==> config.mk <==
export PLATFORM = sky130hd
export DESIGN_NAME = stack_core
export DESIGN_NICKNAME = d
export VERILOG_FILES = /design/src/rtl/isa_pkg.sv /design/src/rtl/alu_pkg.sv /design/src/rtl/lifo.sv /design/src/rtl/instr_fetch.sv /design/src/rtl/instr_dec.sv /design/src/rtl/alu.sv /design/src/rtl/stack_core.sv
export SDC_FILE = /design/constraint.sdc
export NUM_CORES = 1
export LEC_CHECK = 0
export BUFFER_PORTS_ARGS = -buffer_cell sky130_fd_sc_hd__buf_2
export CAP_MARGIN = 20
export CORE_MARGIN = 10
export CORE_UTILIZATION = 55
export CTS_CLUSTER_SIZE = 40
export DETAILED_ROUTE_END_ITERATION = 10
export GPL_TIMING_DRIVEN = 1
export PLACE_DENSITY = 0.77
export SYNTH_ARGS = -nofsm -noshare
export SYNTH_HDL_FRONTEND = slang
export SYNTH_SLANG_ARGS = --single-unit
==> constraint.sdc <==
create_clock -name clk -period 4.78 [get_ports clk]
set_clock_uncertainty 0.05 [all_clocks]
set_input_delay 0.717 -clock clk [delete_from_list [all_inputs] [get_ports clk]]
set_output_delay 0.717 -clock clk [all_outputs]
set_load 0.01 [all_outputs]
==> src/rtl/isa_pkg.sv <==
// Instruction set of the stack_core processor
// An instruction word is the opcode on top of the operand field
// Shared by the fetch stage, the decoder and the testbench model

package isa_pkg;

	// Opcode field width, fixed by the instruction set
	localparam int NBOPCO = 5;

	// ----------------------------
	// Opcodes
	// ----------------------------
	typedef enum logic [NBOPCO-1:0] {
		NOP  = 5'd0,
		// Memory and stack transfers
		LOD  = 5'd1,
		STO  = 5'd2,
		PSH  = 5'd3,
		POP  = 5'd4,
		// Indexed IO
		INN  = 5'd5,
		OUT  = 5'd6,
		// ALU, memory or stack operand
		ADD  = 5'd7,
		SADD = 5'd8,
		AND  = 5'd9,
		SAND = 5'd10,
		ORR  = 5'd11,
		XOR  = 5'd12,
		LES  = 5'd13,
		SLES = 5'd14,
		EQU  = 5'd15,
		// One-bit shifts of acc
		SHL  = 5'd16,
		SHR  = 5'd17,
		// Flow control, operand is the target address
		JMP  = 5'd18,
		JIZ  = 5'd19,
		CAL  = 5'd20,
		RET  = 5'd21
	} opcode_t;

endpackage

==> src/rtl/alu_pkg.sv <==
// ALU control types of the stack_core processor
// Driven by the decoder, consumed by the ALU

package alu_pkg;

	// ----------------------------
	// Operation select
	// ----------------------------
	typedef enum logic [3:0] {
		PASS = 4'd0,  // result is the second operand
		HOLD = 4'd1,  // acc keeps its value
		ADD  = 4'd2,
		AND  = 4'd3,
		ORR  = 4'd4,
		XOR  = 4'd5,
		LES  = 4'd6,  // signed compare
		EQU  = 4'd7,
		SHL  = 4'd8,
		SHR  = 4'd9   // arithmetic
	} alu_op_t;

	// ----------------------------
	// Second operand source
	// ----------------------------
	typedef enum logic [1:0] {
		SRC_MEM = 2'd0,
		SRC_IO  = 2'd1,
		SRC_STK = 2'd2
	} src_t;

endpackage

==> src/rtl/lifo.sv <==
// Generic last-in-first-out stack with a combinational top
// Used for the return-address stack and for the data stack

module lifo #(
	parameter int NBITS = 16,
	parameter int DEPTH = 8
) (
	input  logic             clk,
	input  logic             rst,
	input  logic             push,
	input  logic             pop,
	input  logic [NBITS-1:0] din,
	output logic [NBITS-1:0] top,
	output logic             empty,
	output logic             full
);

	// Pointer counts 0 to DEPTH, index covers the array
	localparam int PW = $clog2(DEPTH + 1);
	localparam int AW = (DEPTH > 1) ? $clog2(DEPTH) : 1;

	logic [NBITS-1:0] mem [DEPTH];
	logic [PW-1:0]    ptr;
	logic [AW-1:0]    wr_idx;
	logic [AW-1:0]    top_idx;

	assign empty   = (ptr == '0);
	assign full    = (ptr == PW'(DEPTH));
	assign wr_idx  = AW'(ptr);
	assign top_idx = AW'(ptr - PW'(1));

	// Top is the last written entry
	assign top = empty ? '0 : mem[top_idx];

	// Pointer points at the next free slot
	always_ff @(posedge clk or posedge rst) begin
		if (rst) begin
			ptr <= '0;
		end else if (push && !full) begin
			ptr <= ptr + PW'(1);
		end else if (pop && !empty) begin
			ptr <= ptr - PW'(1);
		end
	end

	always_ff @(posedge clk) begin
		if (push && !full) begin
			mem[wr_idx] <= din;
		end
	end

	no_overflow:  assert property (@(posedge clk) disable iff (rst) !(push && full));
	no_underflow: assert property (@(posedge clk) disable iff (rst) !(pop && empty));

endmodule

==> src/rtl/instr_fetch.sv <==
// Fetch stage: program counter, branch resolution and return-address stack
// Splits the instruction word and picks the next address every clock

module instr_fetch #(
	parameter int NBOPER = 8,
	parameter int MINSTW = 8,
	parameter int SDEPTH = 4
) (
	input  logic                             clk,
	input  logic                             rst,
	input  logic [isa_pkg::NBOPCO+NBOPER-1:0] instr,
	input  logic                             call,
	input  logic                             ret,
	input  logic                             acc_zero,
	output logic [MINSTW-1:0]                instr_addr,
	output isa_pkg::opcode_t                 opcode,
	output logic [NBOPER-1:0]                operand
);

	logic [MINSTW-1:0] pc;
	logic [MINSTW-1:0] pc_inc;
	logic [MINSTW-1:0] pc_next;
	logic [MINSTW-1:0] target;
	logic [MINSTW-1:0] ret_addr;
	logic              take;

	// ----------------------------
	// Instruction fields
	// ----------------------------
	assign opcode  = isa_pkg::opcode_t'(instr[isa_pkg::NBOPCO+NBOPER-1:NBOPER]);
	assign operand = instr[NBOPER-1:0];

	// Branch target is the low bits of the operand
	assign target = MINSTW'(operand);
	assign pc_inc = pc + MINSTW'(1);

	// JMP always, JIZ on zero acc, CAL via decoder
	assign take = (opcode == isa_pkg::JMP) ||
	              ((opcode == isa_pkg::JIZ) && acc_zero) ||
	              call;

	always_comb begin
		if (ret) begin
			pc_next = ret_addr;
		end else if (take) begin
			pc_next = target;
		end else begin
			pc_next = pc_inc;
		end
	end

	always_ff @(posedge clk or posedge rst) begin
		if (rst) begin
			pc <= '0;
		end else begin
			pc <= pc_next;
		end
	end

	assign instr_addr = pc;

	// Return-address stack, holds the address after each CAL
	lifo #(
		.NBITS(MINSTW),
		.DEPTH(SDEPTH)
	) ras (
		.clk  (clk),
		.rst  (rst),
		.push (call),
		.pop  (ret),
		.din  (pc_inc),
		.top  (ret_addr),
		.empty(),
		.full ()
	);

endmodule

==> src/rtl/instr_dec.sv <==
// Control unit of the stack_core processor
// Maps the current opcode to ALU, stack, branch and port controls
// Purely combinational, strobes held low during reset

module instr_dec (
	input  logic              rst,
	input  isa_pkg::opcode_t  opcode,
	output alu_pkg::alu_op_t  alu_op,
	output alu_pkg::src_t     src,
	output logic              push,
	output logic              pop,
	output logic              call,
	output logic              ret,
	output logic              mem_wr,
	output logic              req_in,
	output logic              out_en
);

	// Ungated strobes
	logic push_d;
	logic pop_d;
	logic call_d;
	logic ret_d;
	logic wr_d;
	logic req_d;
	logic out_d;

	// ----------------------------
	// Decode table
	// ----------------------------
	always_comb begin
		alu_op = alu_pkg::HOLD;
		src    = alu_pkg::SRC_MEM;
		push_d = 1'b0;
		pop_d  = 1'b0;
		call_d = 1'b0;
		ret_d  = 1'b0;
		wr_d   = 1'b0;
		req_d  = 1'b0;
		out_d  = 1'b0;
		case (opcode)
			isa_pkg::LOD: alu_op = alu_pkg::PASS;
			isa_pkg::STO: wr_d = 1'b1;
			isa_pkg::PSH: push_d = 1'b1;
			isa_pkg::POP: begin
				alu_op = alu_pkg::PASS;
				src    = alu_pkg::SRC_STK;
				pop_d  = 1'b1;
			end
			isa_pkg::INN: begin
				alu_op = alu_pkg::PASS;
				src    = alu_pkg::SRC_IO;
				req_d  = 1'b1;
			end
			isa_pkg::OUT: out_d = 1'b1;
			// Memory operand forms
			isa_pkg::ADD: alu_op = alu_pkg::ADD;
			isa_pkg::AND: alu_op = alu_pkg::AND;
			isa_pkg::ORR: alu_op = alu_pkg::ORR;
			isa_pkg::XOR: alu_op = alu_pkg::XOR;
			isa_pkg::LES: alu_op = alu_pkg::LES;
			isa_pkg::EQU: alu_op = alu_pkg::EQU;
			// Stack operand forms consume the top
			isa_pkg::SADD: begin
				alu_op = alu_pkg::ADD;
				src    = alu_pkg::SRC_STK;
				pop_d  = 1'b1;
			end
			isa_pkg::SAND: begin
				alu_op = alu_pkg::AND;
				src    = alu_pkg::SRC_STK;
				pop_d  = 1'b1;
			end
			isa_pkg::SLES: begin
				alu_op = alu_pkg::LES;
				src    = alu_pkg::SRC_STK;
				pop_d  = 1'b1;
			end
			isa_pkg::SHL: alu_op = alu_pkg::SHL;
			isa_pkg::SHR: alu_op = alu_pkg::SHR;
			// JMP and JIZ are resolved in fetch
			isa_pkg::CAL: call_d = 1'b1;
			isa_pkg::RET: ret_d = 1'b1;
			default: alu_op = alu_pkg::HOLD;
		endcase
	end

	// Reset gating
	assign push   = push_d & ~rst;
	assign pop    = pop_d  & ~rst;
	assign call   = call_d & ~rst;
	assign ret    = ret_d  & ~rst;
	assign mem_wr = wr_d   & ~rst;
	assign req_in = req_d  & ~rst;
	assign out_en = out_d  & ~rst;

	no_push_pop: assert final (!(push && pop));

endmodule

==> src/rtl/alu.sv <==
// Integer ALU and accumulator of the stack_core processor
// Second operand from memory, IO or data-stack top, result into acc

module alu #(
	parameter int NUBITS = 16
) (
	input  logic              clk,
	input  logic              rst,
	input  alu_pkg::alu_op_t  alu_op,
	input  alu_pkg::src_t     src,
	input  logic [NUBITS-1:0] mem_data,
	input  logic [NUBITS-1:0] io_data,
	input  logic [NUBITS-1:0] stack_top,
	output logic [NUBITS-1:0] acc,
	output logic              acc_zero
);

	logic [NUBITS-1:0] opb;
	logic [NUBITS-1:0] result;

	// ----------------------------
	// Operand select
	// ----------------------------
	always_comb begin
		case (src)
			alu_pkg::SRC_IO:  opb = io_data;
			alu_pkg::SRC_STK: opb = stack_top;
			default:          opb = mem_data;
		endcase
	end

	// ----------------------------
	// Operations against acc
	// ----------------------------
	always_comb begin
		case (alu_op)
			alu_pkg::PASS: result = opb;
			alu_pkg::ADD:  result = acc + opb;
			alu_pkg::AND:  result = acc & opb;
			alu_pkg::ORR:  result = acc | opb;
			alu_pkg::XOR:  result = acc ^ opb;
			// Compares give 0 or 1
			alu_pkg::LES:  result = NUBITS'($signed(acc) < $signed(opb));
			alu_pkg::EQU:  result = NUBITS'(acc == opb);
			alu_pkg::SHL:  result = acc << 1;
			// Sign bit kept
			alu_pkg::SHR:  result = $unsigned($signed(acc) >>> 1);
			default:       result = acc;
		endcase
	end

	// Accumulator
	always_ff @(posedge clk or posedge rst) begin
		if (rst) begin
			acc <= '0;
		end else begin
			acc <= result;
		end
	end

	// Zero flag of the current acc, used by JIZ
	assign acc_zero = (acc == '0);

endmodule

==> src/rtl/stack_core.sv <==
// Top level of the stack_core processor
// One instruction per clock, memories and IO answer within the cycle
// Parameters set here are passed down to every block

module stack_core #(
	parameter int NUBITS = 16,
	parameter int NBOPER = 8,
	parameter int MINSTW = 8,
	parameter int MDATAW = 6,
	parameter int SDEPTH = 4,
	parameter int DDEPTH = 8,
	parameter int NUIOIN = 4,
	parameter int NUIOOU = 4
) (
	input  logic                              clk,
	input  logic                              rst,
	input  logic [isa_pkg::NBOPCO+NBOPER-1:0] instr,
	output logic [MINSTW-1:0]                 instr_addr,
	output logic                              mem_wr,
	output logic [MDATAW-1:0]                 mem_addr,
	input  logic [NUBITS-1:0]                 mem_data_in,
	output logic [NUBITS-1:0]                 data_out,
	input  logic [NUBITS-1:0]                 io_in,
	output logic [$clog2(NUIOIN)-1:0]         addr_in,
	output logic [$clog2(NUIOOU)-1:0]         addr_out,
	output logic                              req_in,
	output logic                              out_en
);

	isa_pkg::opcode_t  opcode;
	logic [NBOPER-1:0] operand;
	alu_pkg::alu_op_t  alu_op;
	alu_pkg::src_t     src;
	logic              push;
	logic              pop;
	logic              call;
	logic              ret;
	logic              acc_zero;
	logic [NUBITS-1:0] stack_top;

	// ----------------------------
	// Fetch and decode
	// ----------------------------
	instr_fetch #(
		.NBOPER(NBOPER),
		.MINSTW(MINSTW),
		.SDEPTH(SDEPTH)
	) u_fetch (
		.clk       (clk),
		.rst       (rst),
		.instr     (instr),
		.call      (call),
		.ret       (ret),
		.acc_zero  (acc_zero),
		.instr_addr(instr_addr),
		.opcode    (opcode),
		.operand   (operand)
	);

	instr_dec u_dec (
		.rst   (rst),
		.opcode(opcode),
		.alu_op(alu_op),
		.src   (src),
		.push  (push),
		.pop   (pop),
		.call  (call),
		.ret   (ret),
		.mem_wr(mem_wr),
		.req_in(req_in),
		.out_en(out_en)
	);

	// ----------------------------
	// Datapath
	// ----------------------------
	// PSH stores acc, stack ops read the top
	lifo #(
		.NBITS(NUBITS),
		.DEPTH(DDEPTH)
	) u_dstack (
		.clk  (clk),
		.rst  (rst),
		.push (push),
		.pop  (pop),
		.din  (data_out),
		.top  (stack_top),
		.empty(),
		.full ()
	);

	// acc doubles as the store and output data
	alu #(
		.NUBITS(NUBITS)
	) u_alu (
		.clk      (clk),
		.rst      (rst),
		.alu_op   (alu_op),
		.src      (src),
		.mem_data (mem_data_in),
		.io_data  (io_in),
		.stack_top(stack_top),
		.acc      (data_out),
		.acc_zero (acc_zero)
	);

	// Port addresses are low operand bits
	assign mem_addr = operand[MDATAW-1:0];
	assign addr_in  = operand[$clog2(NUIOIN)-1:0];
	assign addr_out = operand[$clog2(NUIOOU)-1:0];

endmodule

==> out/qor.txt <==
Worst path bufs/invs -> 3
Final worst-path cycle share -> 95.0%
Finished Layout Cells -> 1153
Asr flop ratio synth -> 16.2%
Final net count -> 1007
Gpl congestion -> 0.950
Die area -> 24600 sq um
Crit-path slowest cell -> or4_1
Hold crit path type -> in -> async
Worst-path maximum fanout -> 22
Final setup vio count -> 0
WS Path Type -> reg -> reg
Number of nets produced by synthesis -> 913
Routed len/inst -> 24.0 um
Num CTS Buffers -> 17
Synth area leader -> edfxtp_1
Worst R2R Start -> u_dstack.ptr[0]
Post-Syn Instances -> 817
Hold Slack -> 0.382 ns
Max incr delay on CP -> 0.46 ns
Largest net degree at the start of global routing -> 39
Area Overhead vs Synth -> 15.0%
Number of flops mapped to enable cells by yosys -> 160
Top_reg_cell synth -> edfxtp_1
P_leak -> 4.53 nW
Unrepaired setup endpoints after global routing -> no
Share of cells above drive strength 1 -> 23.1%
Root buffer cell -> clkbuf_16
Commonest non-fill, non-tap cell in the layout -> edfxtp_1
Status -> finished clean
Max-cap viol count -> 0
VDD IR max -> 0.294 mV
Buffers on Ports -> 83
Drt initial violations -> 925
GRT Overall Usage -> 22.4%
Yosys cell types -> 67
First-pass GRT wire length -> 42.1 mm
Slew @ Worst Pin -> 1.09 ns
Synth top area share -> 46.7%
Max Freq -> 220 MHz
Total number of vias -> 7465
CP Cell Sequence -> inv_1 -> ha_2 -> buf_12 -> mux4_2 -> mux2i_2 -> o211ai_1 -> o21a_1 -> inv_1 -> ha_1 -> a21o_1 -> a21oi_1 -> o21ai_0 -> a41oi_2 -> o2111ai_1 -> a21oi_2 -> nor2b_1 -> or4_1 -> a31oi_1
Hold Vio Cnt, Final -> 0
Worst-Skew Late Latency -> 0.45 ns
CP Launch Type -> register
Final WL -> 27.7 mm
Vias in the first global route -> 7318
Drt drc -> 0
Mean post-synth cell area -> 12.6 sq um
Post-detail-place hpwl -> 18.9 mm
Die W -> 157 um
#FFs+latches synth -> 191
Pins over their slew limit -> 0
Core area -> 18200 sq um
Clk slew on worst S/H paths -> 0.08 ns
GRT overflow -> 0
Final critical-path required period -> 4.54 ns
Synth top area cells -> edfxtp_1 47%, dfrtp_1 7.5%, mux4_2 7.0%
Total I/O pin count -> 84
Top cell by count, worst path -> inv_1
Pre-antenna DRT Iters -> 8
Layout fillers -> 1283
Total chip power -> 6.04 mW
Die Y-Extent -> 157 um
Worst setup EP type -> register
Antenna Cells -> 0
Synth Warn # -> 0
TritonCTS clock tree -> done
Worst path arrival time -> 4.85 ns
Mapped Area -> 10300 sq um
Starting Density -> 56.5%
Most frequent cells in the layout -> 160 x edfxtp_1, 83 x buf_2, 54 x nand2_1, 50 x o21ai_0, 49 x inv_1
Worst slew margin -> 27.2%
Seq/Total Area, Yosys -> 54.3%
CTS Sinks -> 191
Longest Clk Path Bufs -> 2
R2R depth -> 18
Placed Instances -> 1121
R2r setup slk -> 0.24 ns
Setup TNS -> 0 ns
Rows -> 49
CP top delay family -> compound AO/OA/AOI/OAI gates
Reg2Reg Capture Point -> u_alu.acc[15]
Post-route ant nets -> 0
CP Data Required Time -> 5.09 ns
Pwr/cell area -> 511 nW/um^2
Antenna violations before repair -> 0
Htree depth -> 4
Vias per std cell -> 6.47
-- worst max-delay path by stage --
stage | from | endpoint | slack, ns | cells after the start
3_5_place_dp | instr[10] | u_alu.acc[8] | 0.1 | 23
5_1_grt | u_dstack.ptr[0] | u_alu.acc[15] | 0.03 | 18
3_3_place_gp | instr[10] | u_alu.acc[15] | 0.23 | 20
2_1_floorplan | instr[8] | u_alu.acc[15] | 0.02 | 22
4_1_cts | u_dstack.ptr[1] | u_alu.acc[15] | 0.22 | 18
6_report | u_dstack.ptr[0] | u_alu.acc[15] | 0.24 | 18
-- state kept, by name, summed over array words and instances, names as in the netlist --
signal,flops
u_fetch.instr_addr,8
u_dstack.mem,128
u_dstack.ptr,4
u_fetch.ras.mem,32
u_fetch.ras.ptr,3
u_alu.acc,16
-- layout make-up --
cell class	instances	area (sq um)	area share (%)
Sequential cell	191	5580	47.2
Clock buffer	18	439	3.71
Inverter	49	184	1.56
Timing Repair Buffer	127	783	6.62
Clock inverter	14	200	1.69
Tap cell	229	287	2.42
Multi-Input combinational cell	525	4350	36.8
-- Yosys cell counts, drive strengths merged (7+ instances only) --
cell and n:
xnor2 16, nor4 12, nor2b 11, mux4 40, dfrtp 31, inv 49
o22ai 8, nand4 9, and2 7, buf 25, nand3 12, ha 48
nor3 23, a221oi 7, nor2 41, clkbuf 27, edfxtp 160, nand2 54
o211ai 12, mux2i 32, a21oi 42, a31oi 7, o21ai 55
-- kinds of logic (layout without fill, tap and decap cells) --
group / after synthesis / count (layout) / share of synthesized area (%)
xor+xnor: 21 / 21 / 1.79
compound gates: 185 / 185 / 11.8
mux: 74 / 74 / 12.4
buf+inv: 101 / 208 / 4.25
simple gates: 196 / 196 / 9.47
flops: 191 / 191 / 54.3
fa+ha+maj: 49 / 49 / 6.03
-- through the flow --
stage	setup slack, ns	utilization [%]	instance area (sq um)
after floorplan	0.0162	-	10300
after global placement	0.230	61.3	11200
after detailed placement	0.0979	61.3	11200
after CTS	0.216	64.8	11800
after global routing	0.0308	64.9	11800
final	0.239	64.9	11800
-- power by group --
part	total, mW	switching [mW]	internal (mW)
Sequential	2.29	0.265	2.02
Clock	1.53	0.672	0.860
Combinational	2.22	1.21	1.01
-- tightest hold or removal path: cells and delay by family --
family	cells	cell delay, ns
buffers and inverters	3	0.61
-- layer usage --
metal  wire, um  part of all wire (%)  vias to the layer above  global-route usage [%]
met3       2890                    10                       77                    5.43
met5          0                     0                        -                       0
met2      13100                    47                      445                    35.4
met1      11000                    40                     3622                    29.9
li1           -                     -                     3321                       -
met4        643                   2.3                        0                    6.92
-- repair_timing --
action                                  CTS  global route
resized for setup                         0             8
hold buffers                              0             0
endpoints found under the setup margin    0             5
setup buffers                             0             0
Power figures use the tool's default switching activity.
